<file path="config.mk">
export PLATFORM = sky130hd
export DESIGN_NAME = patch_reducer_top
export DESIGN_NICKNAME = d
export VERILOG_FILES = /design/src/source/patch_pkg.sv /design/src/source/scan_position.sv /design/src/source/patch_weight_bank.sv /design/src/source/patch_mac.sv /design/src/source/patch_row_reducer.sv /design/src/source/patch_reducer_top.sv
export SDC_FILE = /design/constraint.sdc
export NUM_CORES = 2
export LEC_CHECK = 0
export BUFFER_PORTS_ARGS = -buffer_cell sky130_fd_sc_hd__buf_2
export CORE_MARGIN = 2
export CORE_UTILIZATION = 35
export CTS_CLUSTER_DIAMETER = 150
export CTS_CLUSTER_SIZE = 20
export DETAILED_ROUTE_END_ITERATION = 10
export GPL_ROUTABILITY_DRIVEN = 1
export GPL_TIMING_DRIVEN = 0
export PLACE_DENSITY = 0.52
export SLEW_MARGIN = 20
export SYNTH_ARGS = -nofsm -noshare
export SYNTH_HDL_FRONTEND = slang
export SYNTH_SLANG_ARGS = --single-unit
</file>
<file path="constraint.sdc">
create_clock -name reset -period 9.4 [get_ports reset]
set_input_delay 0 -clock reset [delete_from_list [all_inputs] [get_ports reset]]
set_output_delay 0 -clock reset [all_outputs]
set_load 0.03 [all_outputs]
</file>
<file path="src/source/patch_pkg.sv">
`default_nettype none

package patch_pkg;

  // Q8.8 signed feature and weight
  localparam int feat_w = 16;
  // Product and running sum, wraps modulo 2^32
  localparam int sum_w  = 32;
  localparam int row_w  = 10;
  localparam int col_w  = 10;

  // One tagged feature from the scanner
  typedef struct packed {
    logic signed [feat_w-1:0] value;
    logic [row_w-1:0]         row;
    logic [col_w-1:0]         col;
    logic                     valid;
  } feature_beat_t;

  // Patch position, loaded on init
  typedef struct packed {
    logic [row_w-1:0] row;
    logic [col_w-1:0] col;  // Start column
  } patch_config_t;

  // Finished patch row
  typedef struct packed {
    logic [sum_w-1:0] sum;
    logic [row_w-1:0] row;
    logic [col_w-1:0] col;
  } patch_result_t;

  typedef enum logic [2:0] {
    config_wait,
    match_wait,
    matched,
    sum_wait,
    sum_rdy
  } reducer_state_e;

endpackage

`default_nettype wire

</file>
<file path="src/source/scan_position.sv">
`timescale 1ns/1ns
`default_nettype none

module scan_position
  import patch_pkg::*;
#(
  parameter int ROW_LEN = 32
) (
  input  logic              reset,
  input  logic              dram_clk,
  input  logic [feat_w-1:0] fds,
  input  logic              fds_val_in,
  input  logic              sof,
  output feature_beat_t     beat
);

  logic [row_w-1:0] row_cnt;
  logic [col_w-1:0] col_cnt;
  logic [row_w-1:0] pos_row;
  logic [col_w-1:0] pos_col;
  logic             last_col;

  // Position of the current feature, sof restarts the frame
  assign pos_row  = sof ? '0 : row_cnt;
  assign pos_col  = sof ? '0 : col_cnt;
  assign last_col = (pos_col == col_w'(ROW_LEN - 1));

  always_ff @(posedge reset or posedge dram_clk) begin
    if (dram_clk) begin
      row_cnt <= '0;
      col_cnt <= '0;
    end else if (fds_val_in) begin
      if (last_col) begin
        row_cnt <= pos_row + 1'b1;  // Wrap to next row
        col_cnt <= '0;
      end else begin
        row_cnt <= pos_row;
        col_cnt <= pos_col + 1'b1;
      end
    end
  end

  always_ff @(posedge reset or posedge dram_clk) begin
    if (dram_clk) begin
      beat <= '0;
    end else begin
      beat.valid <= fds_val_in;
      beat.value <= fds;
      beat.row   <= pos_row;
      beat.col   <= pos_col;
    end
  end

endmodule

`default_nettype wire

</file>
<file path="src/source/patch_weight_bank.sv">
`timescale 1ns/1ns
`default_nettype none

module patch_weight_bank
  import patch_pkg::*;
#(
  parameter int  PATCH_SIZE = 8,
  localparam int idx_w      = (PATCH_SIZE > 1) ? $clog2(PATCH_SIZE) : 1
) (
  input  logic                         reset,
  input  logic                         dram_clk,
  input  logic                         load,
  input  logic [PATCH_SIZE*feat_w-1:0] weights_in,
  input  logic [idx_w-1:0]             index,
  output logic [feat_w-1:0]            weight
);

  logic [feat_w-1:0] weight_reg [PATCH_SIZE];

  // Weight i sits in slice i of weights_in
  always_ff @(posedge reset or posedge dram_clk) begin
    if (dram_clk) begin
      for (int i = 0; i < PATCH_SIZE; i++) begin
        weight_reg[i] <= '0;
      end
    end else if (load) begin
      for (int i = 0; i < PATCH_SIZE; i++) begin
        weight_reg[i] <= weights_in[i*feat_w +: feat_w];
      end
    end
  end

  // Combinational read, index never passes the last weight
  assign weight = weight_reg[index];

endmodule

`default_nettype wire

</file>
<file path="src/source/patch_mac.sv">
`timescale 1ns/1ns
`default_nettype none

module patch_mac
  import patch_pkg::*;
#(
  parameter int  PATCH_SIZE   = 8,
  parameter int  MULT_LATENCY = 3,
  localparam int cnt_w        = (PATCH_SIZE > 1) ? $clog2(PATCH_SIZE) : 1
) (
  input  logic              reset,
  input  logic              dram_clk,
  input  logic              start,
  input  logic              product_req,
  input  logic [feat_w-1:0] feature,
  input  logic [feat_w-1:0] weight,
  output logic [sum_w-1:0]  sum,
  output logic              sum_valid
);

  logic [feat_w-1:0]       feature_q;
  logic [feat_w-1:0]       weight_q;
  logic                    req_q;
  logic [sum_w-1:0]        prod_pipe [MULT_LATENCY];
  logic [MULT_LATENCY-1:0] prod_valid;
  logic [sum_w-1:0]        acc;
  logic [cnt_w-1:0]        count;

  // Valid pipeline, one stage ahead of the product pipeline
  always_ff @(posedge reset or posedge dram_clk) begin
    if (dram_clk) begin
      req_q      <= 1'b0;
      prod_valid <= '0;
    end else begin
      req_q         <= product_req;
      prod_valid[0] <= req_q;
      for (int i = 1; i < MULT_LATENCY; i++) begin
        prod_valid[i] <= prod_valid[i-1];
      end
    end
  end

  // Operand register then MULT_LATENCY product stages
  always_ff @(posedge reset) begin
    feature_q    <= feature;
    weight_q     <= weight;
    prod_pipe[0] <= $signed(feature_q) * $signed(weight_q);
    for (int i = 1; i < MULT_LATENCY; i++) begin
      prod_pipe[i] <= prod_pipe[i-1];
    end
  end

  always_ff @(posedge reset or posedge dram_clk) begin
    if (dram_clk) begin
      acc       <= '0;
      count     <= '0;
      sum_valid <= 1'b0;
    end else begin
      sum_valid <= 1'b0;
      if (start) begin
        acc   <= '0;
        count <= '0;
      end else if (prod_valid[MULT_LATENCY-1]) begin
        acc <= acc + prod_pipe[MULT_LATENCY-1];  // Wraps mod 2^32
        if (count == cnt_w'(PATCH_SIZE - 1)) begin
          count     <= '0;
          sum_valid <= 1'b1;  // Last product of the patch
        end else begin
          count <= count + 1'b1;
        end
      end
    end
  end

  assign sum = acc;

endmodule

`default_nettype wire

</file>
<file path="src/source/patch_row_reducer.sv">
`timescale 1ns/1ns
`default_nettype none

module patch_row_reducer
  import patch_pkg::*;
#(
  parameter int  PATCH_SIZE   = 8,
  parameter int  MULT_LATENCY = 3,
  localparam int idx_w        = (PATCH_SIZE > 1) ? $clog2(PATCH_SIZE) : 1
) (
  input  logic                         reset,
  input  logic                         dram_clk,
  input  logic                         init,
  input  patch_config_t                conf,
  input  logic [PATCH_SIZE*feat_w-1:0] conf_weights,
  input  feature_beat_t                beat,
  output logic                         available,
  output logic                         done,
  output patch_result_t                result
);

  reducer_state_e    state;
  patch_config_t     cfg;
  logic [idx_w-1:0]  idx;
  logic              load;
  logic              hit;
  logic              product_req;
  logic [feat_w-1:0] weight;
  logic [sum_w-1:0]  mac_sum;
  logic              sum_valid;
  logic              last_product;

  assign load = (state == config_wait) && init;

  // First feature of the patch row
  assign hit = (state == match_wait) && beat.valid &&
               (beat.row == cfg.row) && (beat.col == cfg.col);

  assign product_req  = hit || ((state == matched) && beat.valid);
  assign last_product = (idx == idx_w'(PATCH_SIZE - 1));

  assign available = (state == config_wait);
  assign done      = (state == sum_rdy);

  patch_weight_bank #(
    .PATCH_SIZE (PATCH_SIZE)
  ) u_weight_bank (
    .reset      (reset),
    .dram_clk   (dram_clk),
    .load       (load),
    .weights_in (conf_weights),
    .index      (idx),
    .weight     (weight)
  );

  patch_mac #(
    .PATCH_SIZE   (PATCH_SIZE),
    .MULT_LATENCY (MULT_LATENCY)
  ) u_mac (
    .reset       (reset),
    .dram_clk    (dram_clk),
    .start       (load),
    .product_req (product_req),
    .feature     (beat.value),
    .weight      (weight),
    .sum         (mac_sum),
    .sum_valid   (sum_valid)
  );

  always_ff @(posedge reset or posedge dram_clk) begin
    if (dram_clk) begin
      state  <= config_wait;
      cfg    <= '0;
      idx    <= '0;
      result <= '0;
    end else begin
      case (state)
        config_wait: begin
          if (init) begin
            cfg   <= conf;
            idx   <= '0;
            state <= match_wait;
          end
        end
        match_wait, matched: begin
          if (product_req) begin
            if (last_product) begin
              idx   <= '0;  // Keep index inside the bank
              state <= sum_wait;
            end else begin
              idx   <= idx + 1'b1;
              state <= matched;
            end
          end
        end
        sum_wait: begin
          if (sum_valid) begin
            result.sum <= mac_sum;
            result.row <= cfg.row;
            result.col <= cfg.col;
            state      <= sum_rdy;
          end
        end
        sum_rdy: state <= config_wait;
        default: state <= config_wait;
      endcase
    end
  end

endmodule

`default_nettype wire

</file>
<file path="src/source/patch_reducer_top.sv">
`timescale 1ns/1ns
`default_nettype none

module patch_reducer_top
  import patch_pkg::*;
#(
  parameter int PATCH_SIZE   = 8,
  parameter int ROW_LEN      = 32,
  parameter int MULT_LATENCY = 3
) (
  input  logic                         reset,
  input  logic                         dram_clk,
  input  logic [feat_w-1:0]            fds,
  input  logic                         fds_val_in,
  input  logic                         sof,
  input  logic                         init,
  input  patch_config_t                conf,
  input  logic [PATCH_SIZE*feat_w-1:0] conf_weights,
  output logic                         available,
  output logic                         done,
  output patch_result_t                result
);

  feature_beat_t beat;  // Tagged stream into the reducer

  scan_position #(
    .ROW_LEN (ROW_LEN)
  ) u_scan (
    .reset      (reset),
    .dram_clk   (dram_clk),
    .fds        (fds),
    .fds_val_in (fds_val_in),
    .sof        (sof),
    .beat       (beat)
  );

  patch_row_reducer #(
    .PATCH_SIZE   (PATCH_SIZE),
    .MULT_LATENCY (MULT_LATENCY)
  ) u_reducer (
    .reset        (reset),
    .dram_clk     (dram_clk),
    .init         (init),
    .conf         (conf),
    .conf_weights (conf_weights),
    .beat         (beat),
    .available    (available),
    .done         (done),
    .result       (result)
  );

endmodule

`default_nettype wire

</file>
Word-level counts from Yosys, hierarchy flattened
Memories as Yosys holds them, arrays and structs flattened.
Index checks and enable logic that the tools add are counted.
{"block": "word_totals", "regBits": 335, "ram_bits": 96, "elab_cells": 87, "mem_count": 1}
{"block": "op_classes", "add_sub_neg": 5, "n_mul": 1, "n_lt_le_gt_ge": 1, "eq_ne": 12, "mux": 24, "n_bitwise": 1, "n_reduce_logical": 14}
{"memory": "u_reducer.u_mac.prod_pipe", "words": 3, "word_bits": 32, "rd": 3, "rd_ports_with_merged_regs": 0, "write_ports": 3, "line_no": "patch_mac.sv:24", "source": "logic [sum_w-1:0] prod_pipe [MULT_LATENCY];"}
{"cell": "32-bit two-way mux", "count": 2}
{"cell": "16-bit binary-select mux with 3-bit select", "count": 1}
{"cell": "10-bit two-way mux", "count": 4}
{"cell": "32-bit adder", "count": 1}
{"cell": "16-bit by 16-bit multiplier with 32-bit output", "count": 1}
{"cell": "16-bit two-way mux", "count": 2}
{"cell": "3-bit two-way mux", "count": 9}
{"cell": "10-bit by 1-bit adder with 10-bit output (second input constant)", "count": 2}
{"cell": "10-bit equality test", "count": 2}
{"cell": "10-bit by 5-bit equality test with 1-bit output (second input constant)", "count": 1}
{"cell": "3-bit equality test (second input constant)", "count": 3}
{"cell": "3-bit case mux with 3 select lines", "count": 1}
{"cell": "3-bit by 1-bit adder with 3-bit output (second input constant)", "count": 2}
{"cell": "3-bit by 2-bit equality test with 1-bit output (second input constant)", "count": 2}
{"cell": "2-bit != test (second input constant)", "count": 3}
{"cell": "3-bit case mux with 2 select lines", "count": 1}
{"cell": "3-bit AND reduction", "count": 2}
{"cell": "1-bit logical AND", "count": 5}
{"cell": "4-bit >= comparator (second input constant)", "count": 1}
{"cell": "1-bit two-way mux", "count": 4}
{"cell": "3-bit NOT with 4-bit output", "count": 1}
{"cell": "2-bit AND reduction", "count": 2}
{"cell": "2-bit nonzero test", "count": 2}
{"cell": "3-bit by 1-bit equality test with 1-bit output (second input constant)", "count": 1}
{"cell": "3 further kinds", "count": 3}

Longest topological paths before layout
{"block": "logic_depth", "depth_word": 7, "mapped_depth": 23, "mapped_depth_nobuf": 22}

By module
Synthesis repeated with hierarchy kept, for this count alone.
{"block": "hier_totals", "cells_unflattened": 2416, "area_unflattened_um2": 26704.4}
{"module": "patch_mac", "n_inst": 1, "cells_per_inst": 1550, "area_per_inst_um2": 15516.1, "seq_area_each_um2": 3563.4}
{"module": "patch_weight_bank", "n_inst": 1, "cells_per_inst": 329, "area_per_inst_um2": 5780.5, "seq_area_each_um2": 3203.1}
{"module": "patch_row_reducer", "n_inst": 1, "cells_per_inst": 369, "area_per_inst_um2": 3268.1, "seq_area_each_um2": 1951.9}
{"module": "scan_position", "n_inst": 1, "cells_per_inst": 168, "area_per_inst_um2": 2139.6, "seq_area_each_um2": 1426.4}

Worst setup path after synthesis
OpenSTA, ideal clock, no wires.
{"block": "synth_path", "path_kind": "register -> register", "startpoint": "reg u_reducer.u_mac.feature_q[15]", "endpoint": "mem u_reducer.u_mac.prod_pipe[0][30]", "t_arrival_ns": 5.892, "slack_ns": 3.436, "stages_incl_launch_ff": 22, "path_buffers": 1, "path_cell_list": "dfxtp_1 -> clkbuf_1 -> nand2_1 -> inv_1 -> fa_1 -> fa_1 -> fa_1 -> fa_1 -> fa_1 -> inv_1 -> fa_1 -> inv_1 -> ha_1 -> a21o_1 -> a21oi_1 -> o21bai_1 -> a2111o_1 -> a31oi_1 -> o21ai_1 -> a211o_1 -> a21oi_1 -> xnor2_1"}
{"element": "from (decl)", "line_no": "patch_mac.sv:21", "source": "logic [feat_w-1:0] feature_q;"}
{"element": "from (signal assigned)", "line_no": "patch_mac.sv:45", "source": "feature_q <= feature;"}
{"element": "to (decl)", "line_no": "patch_mac.sv:24"}

==> metrics <==
Max Fclk=0.1341 GHz; post-route cell area=31160 um^2; GRT Residual Overflow=0; reg-to-reg slack, setup=roughly 1.9 ns; PostCTS Resize Cnt=0; total CTS buffers=25; initial antenna violation count=4; Starting Density=between 30% and 40%; leading cell type in the layout, fill and taps excluded=nand2_1; CTS Root Cell=clkbuf_16; Area Growth Syn to Fin=18.40%; commonest non-fill, non-tap cells in the layout=nand2_1, dfrtp_1, inv_1; CP Max Fanout=10; final-report setup violation count=0; drt total wl=between 70000 and 80000 um; layout cells sized above 1=roughly a tenth; hold buffer count at cts=169; residual DRC count=0; Setup Buffers After CTS=0; Synth Register Bits=about 430; Via density=around 4.7; Setup Skew=0.05326 ns; Post-Route Utilization=41.86%; Die ar.=77410 um^2; TritonCTS clock tree=done; Min-Delay Path Class=in2reg; number of synthesized flops with an enable pin=0; Max transition margin=36.98%; Mapped Cells=2687; via count=19430; Die X=278.2 um; Syn Area/Cell=9.796 um^2; syn_nets=3238; post-layout min period=7.460 ns; prevailing post-synth register cell=dfrtp_1; Sink Count=between 400 and 500; Clk Latency, worst-skew pair=0.59 ns; outcome=complete, no violations; Unique masters post-synth=64; total track usage=18.94%; Hold WS=0.04994 ns; startpoint type of the worst setup path=register; placed inst area=approximately 29000 um^2; core area=roughly 74000 um^2; first-pass GRT wire length=115200 um; worst reg-to-reg path cell count=20; DR pass1 iterations=5; Tcrit/Tclk final=between 70% and 80%; nets@finish=approximately 3700; WP data required=~9.9 ns; IO Pins=223; sequential area share after synthesis=around two fifths; worst-margin pin slew=0.9375 ns; PortBufs=222; CTS max path bufs=3; vias in the first global route=20760; Final Hold Vio Count=0; DRT antenna net count=0; max-slew violation count=0; clock transition at the registers of the reported paths=0.09 ns; pin count of the biggest net entering global routing=103; num rows=100; wire per inst=17.69 um; ys async rst share=70.30%; Synth warnings=0; Fill cells=between 7000 and 8000; Final GP Congestion=between 0.8 and 0.9; iteration-0 DRC count of the detailed router=1069; max reg flops=128; Mapped Area=26320 um^2; Worst setup EP type=register; H-tree levels=1; Die H=around 280 um; Hold Crit Depth=2; WP data arrival=7.96 ns; RSZ-0062 raised after global routing=false; WS Path Type=reg2reg; MaxCap Viol Count=0; dpl hpwl=57070 um
## per-stage QoR
| stage | setup slack [ns] | cells | TNS (ns) |
|---|---|---|---|
| 3_3_place_gp | -2.535 | 3878 | -757.04 |
| 4_1_cts | 1.867 | 4096 | 0 |
| 6_report | 1.940 | 4101 | 0 |
| 5_1_grt | 1.477 | 4097 | 0 |
| 2_1_floorplan | 1.026 | 2687 | 0 |
| 3_5_place_dp | 1.893 | 3881 | 0 |
## worst max-delay path, cell delays in order, from the launching register on
cell and delay [ns]:
dfxtp_1 0.63, clkbuf_1 0.55, nand2_1 0.19, inv_1 0.12, fa_1 0.56, fa_1 0.60
fa_1 0.47, fa_1 0.54, fa_1 0.50, inv_1 0.05, fa_1 0.52, inv_1 0.06
ha_1 0.33, a21o_1 0.21, a21oi_1 0.46, nand2_1 0.11, a31oi_1 0.66, nor3_1 0.16
nor3_1 0.31, nor2_1 0.12, a211oi_1 0.21
## final timing paths
check / startpoint / end
worst max-delay path: u_reducer.u_mac.weight_q[2] / u_reducer.u_mac.prod_pipe[0][31]
worst min-delay path: fds[9] / u_scan.beat[30]
worst max register to register: u_reducer.u_mac.weight_q[2] / u_reducer.u_mac.prod_pipe[0][31]
worst min register to register: u_reducer.u_mac.prod_pipe[0][2] / u_reducer.u_mac.prod_pipe[0][34]
max in group asynchronous: dram_clk / u_scan.beat[32]
min in group asynchronous: dram_clk / u_reducer.cfg[10]
## cell families (layout without fill, tap and decap cells)
logic type	count (synthesis)	count (layout)	share of synthesized area [%]
XOR/XNOR	81	81	2.695
other	0	5	0
adder cells (fa/ha/maj)	382	382	25.66
flip-flops	431	431	38.54
multiplexers	64	64	3.964
AND/OR/NAND/NOR	1131	1131	18.48
AO/OA/AOI/OAI	192	192	4.872
buffers and inverters	406	846	5.790
## area by class of cell
type	count	area, um^2	area share, %
clock buffers	44	706.9	2.268
clock inverters	2	17.52	0.05621
multi-input cells	1850	14650	47.02
plain buffers	104	391.6	1.257
repair buffers	394	2885	9.258
inverters	302	1141	3.661
flip-flops and latches	431	10140	32.55
diodes	5	12.51	0.04015
well taps	969	1212	3.890
## synth_stat cells, drive strengths merged (9+ instances only)
library cell	count	area [um^2]
xnor2	49	429.2
inv	300	1126
mux4	32	720.7
ha	119	1489
clkbuf	94	352.8
mux2i	30	300.3
and3	9	56.30
xor2	32	280.3
nand3	17	85.08
dfrtp	303	7582
a21oi	52	271.5
dfxtp	128	2562
nand2	820	3078
o21a	10	75.07
a21o	20	150.1
o21ai	46	230.2
nor2b	23	143.9
nor2	62	232.7
nor3	15	75.07
buf	10	37.54
fa	263	5265
nand2b	25	156.4
and2	127	794.5
## metal layers
metal / global-route usage, % / up-vias / share of wire [%]
li1: - / 9202 / -
met1: 26.40 / 9695 / 46
met2: 31.79 / 461 / 47
met3: 2.527 / 69 / 5.1
met4: 3.479 / 0 / 1.9
met5: 0 / - / 0
Power is not shown: default switching activity piles up to over one toggle a cycle in this logic, so the estimate is an artifact.
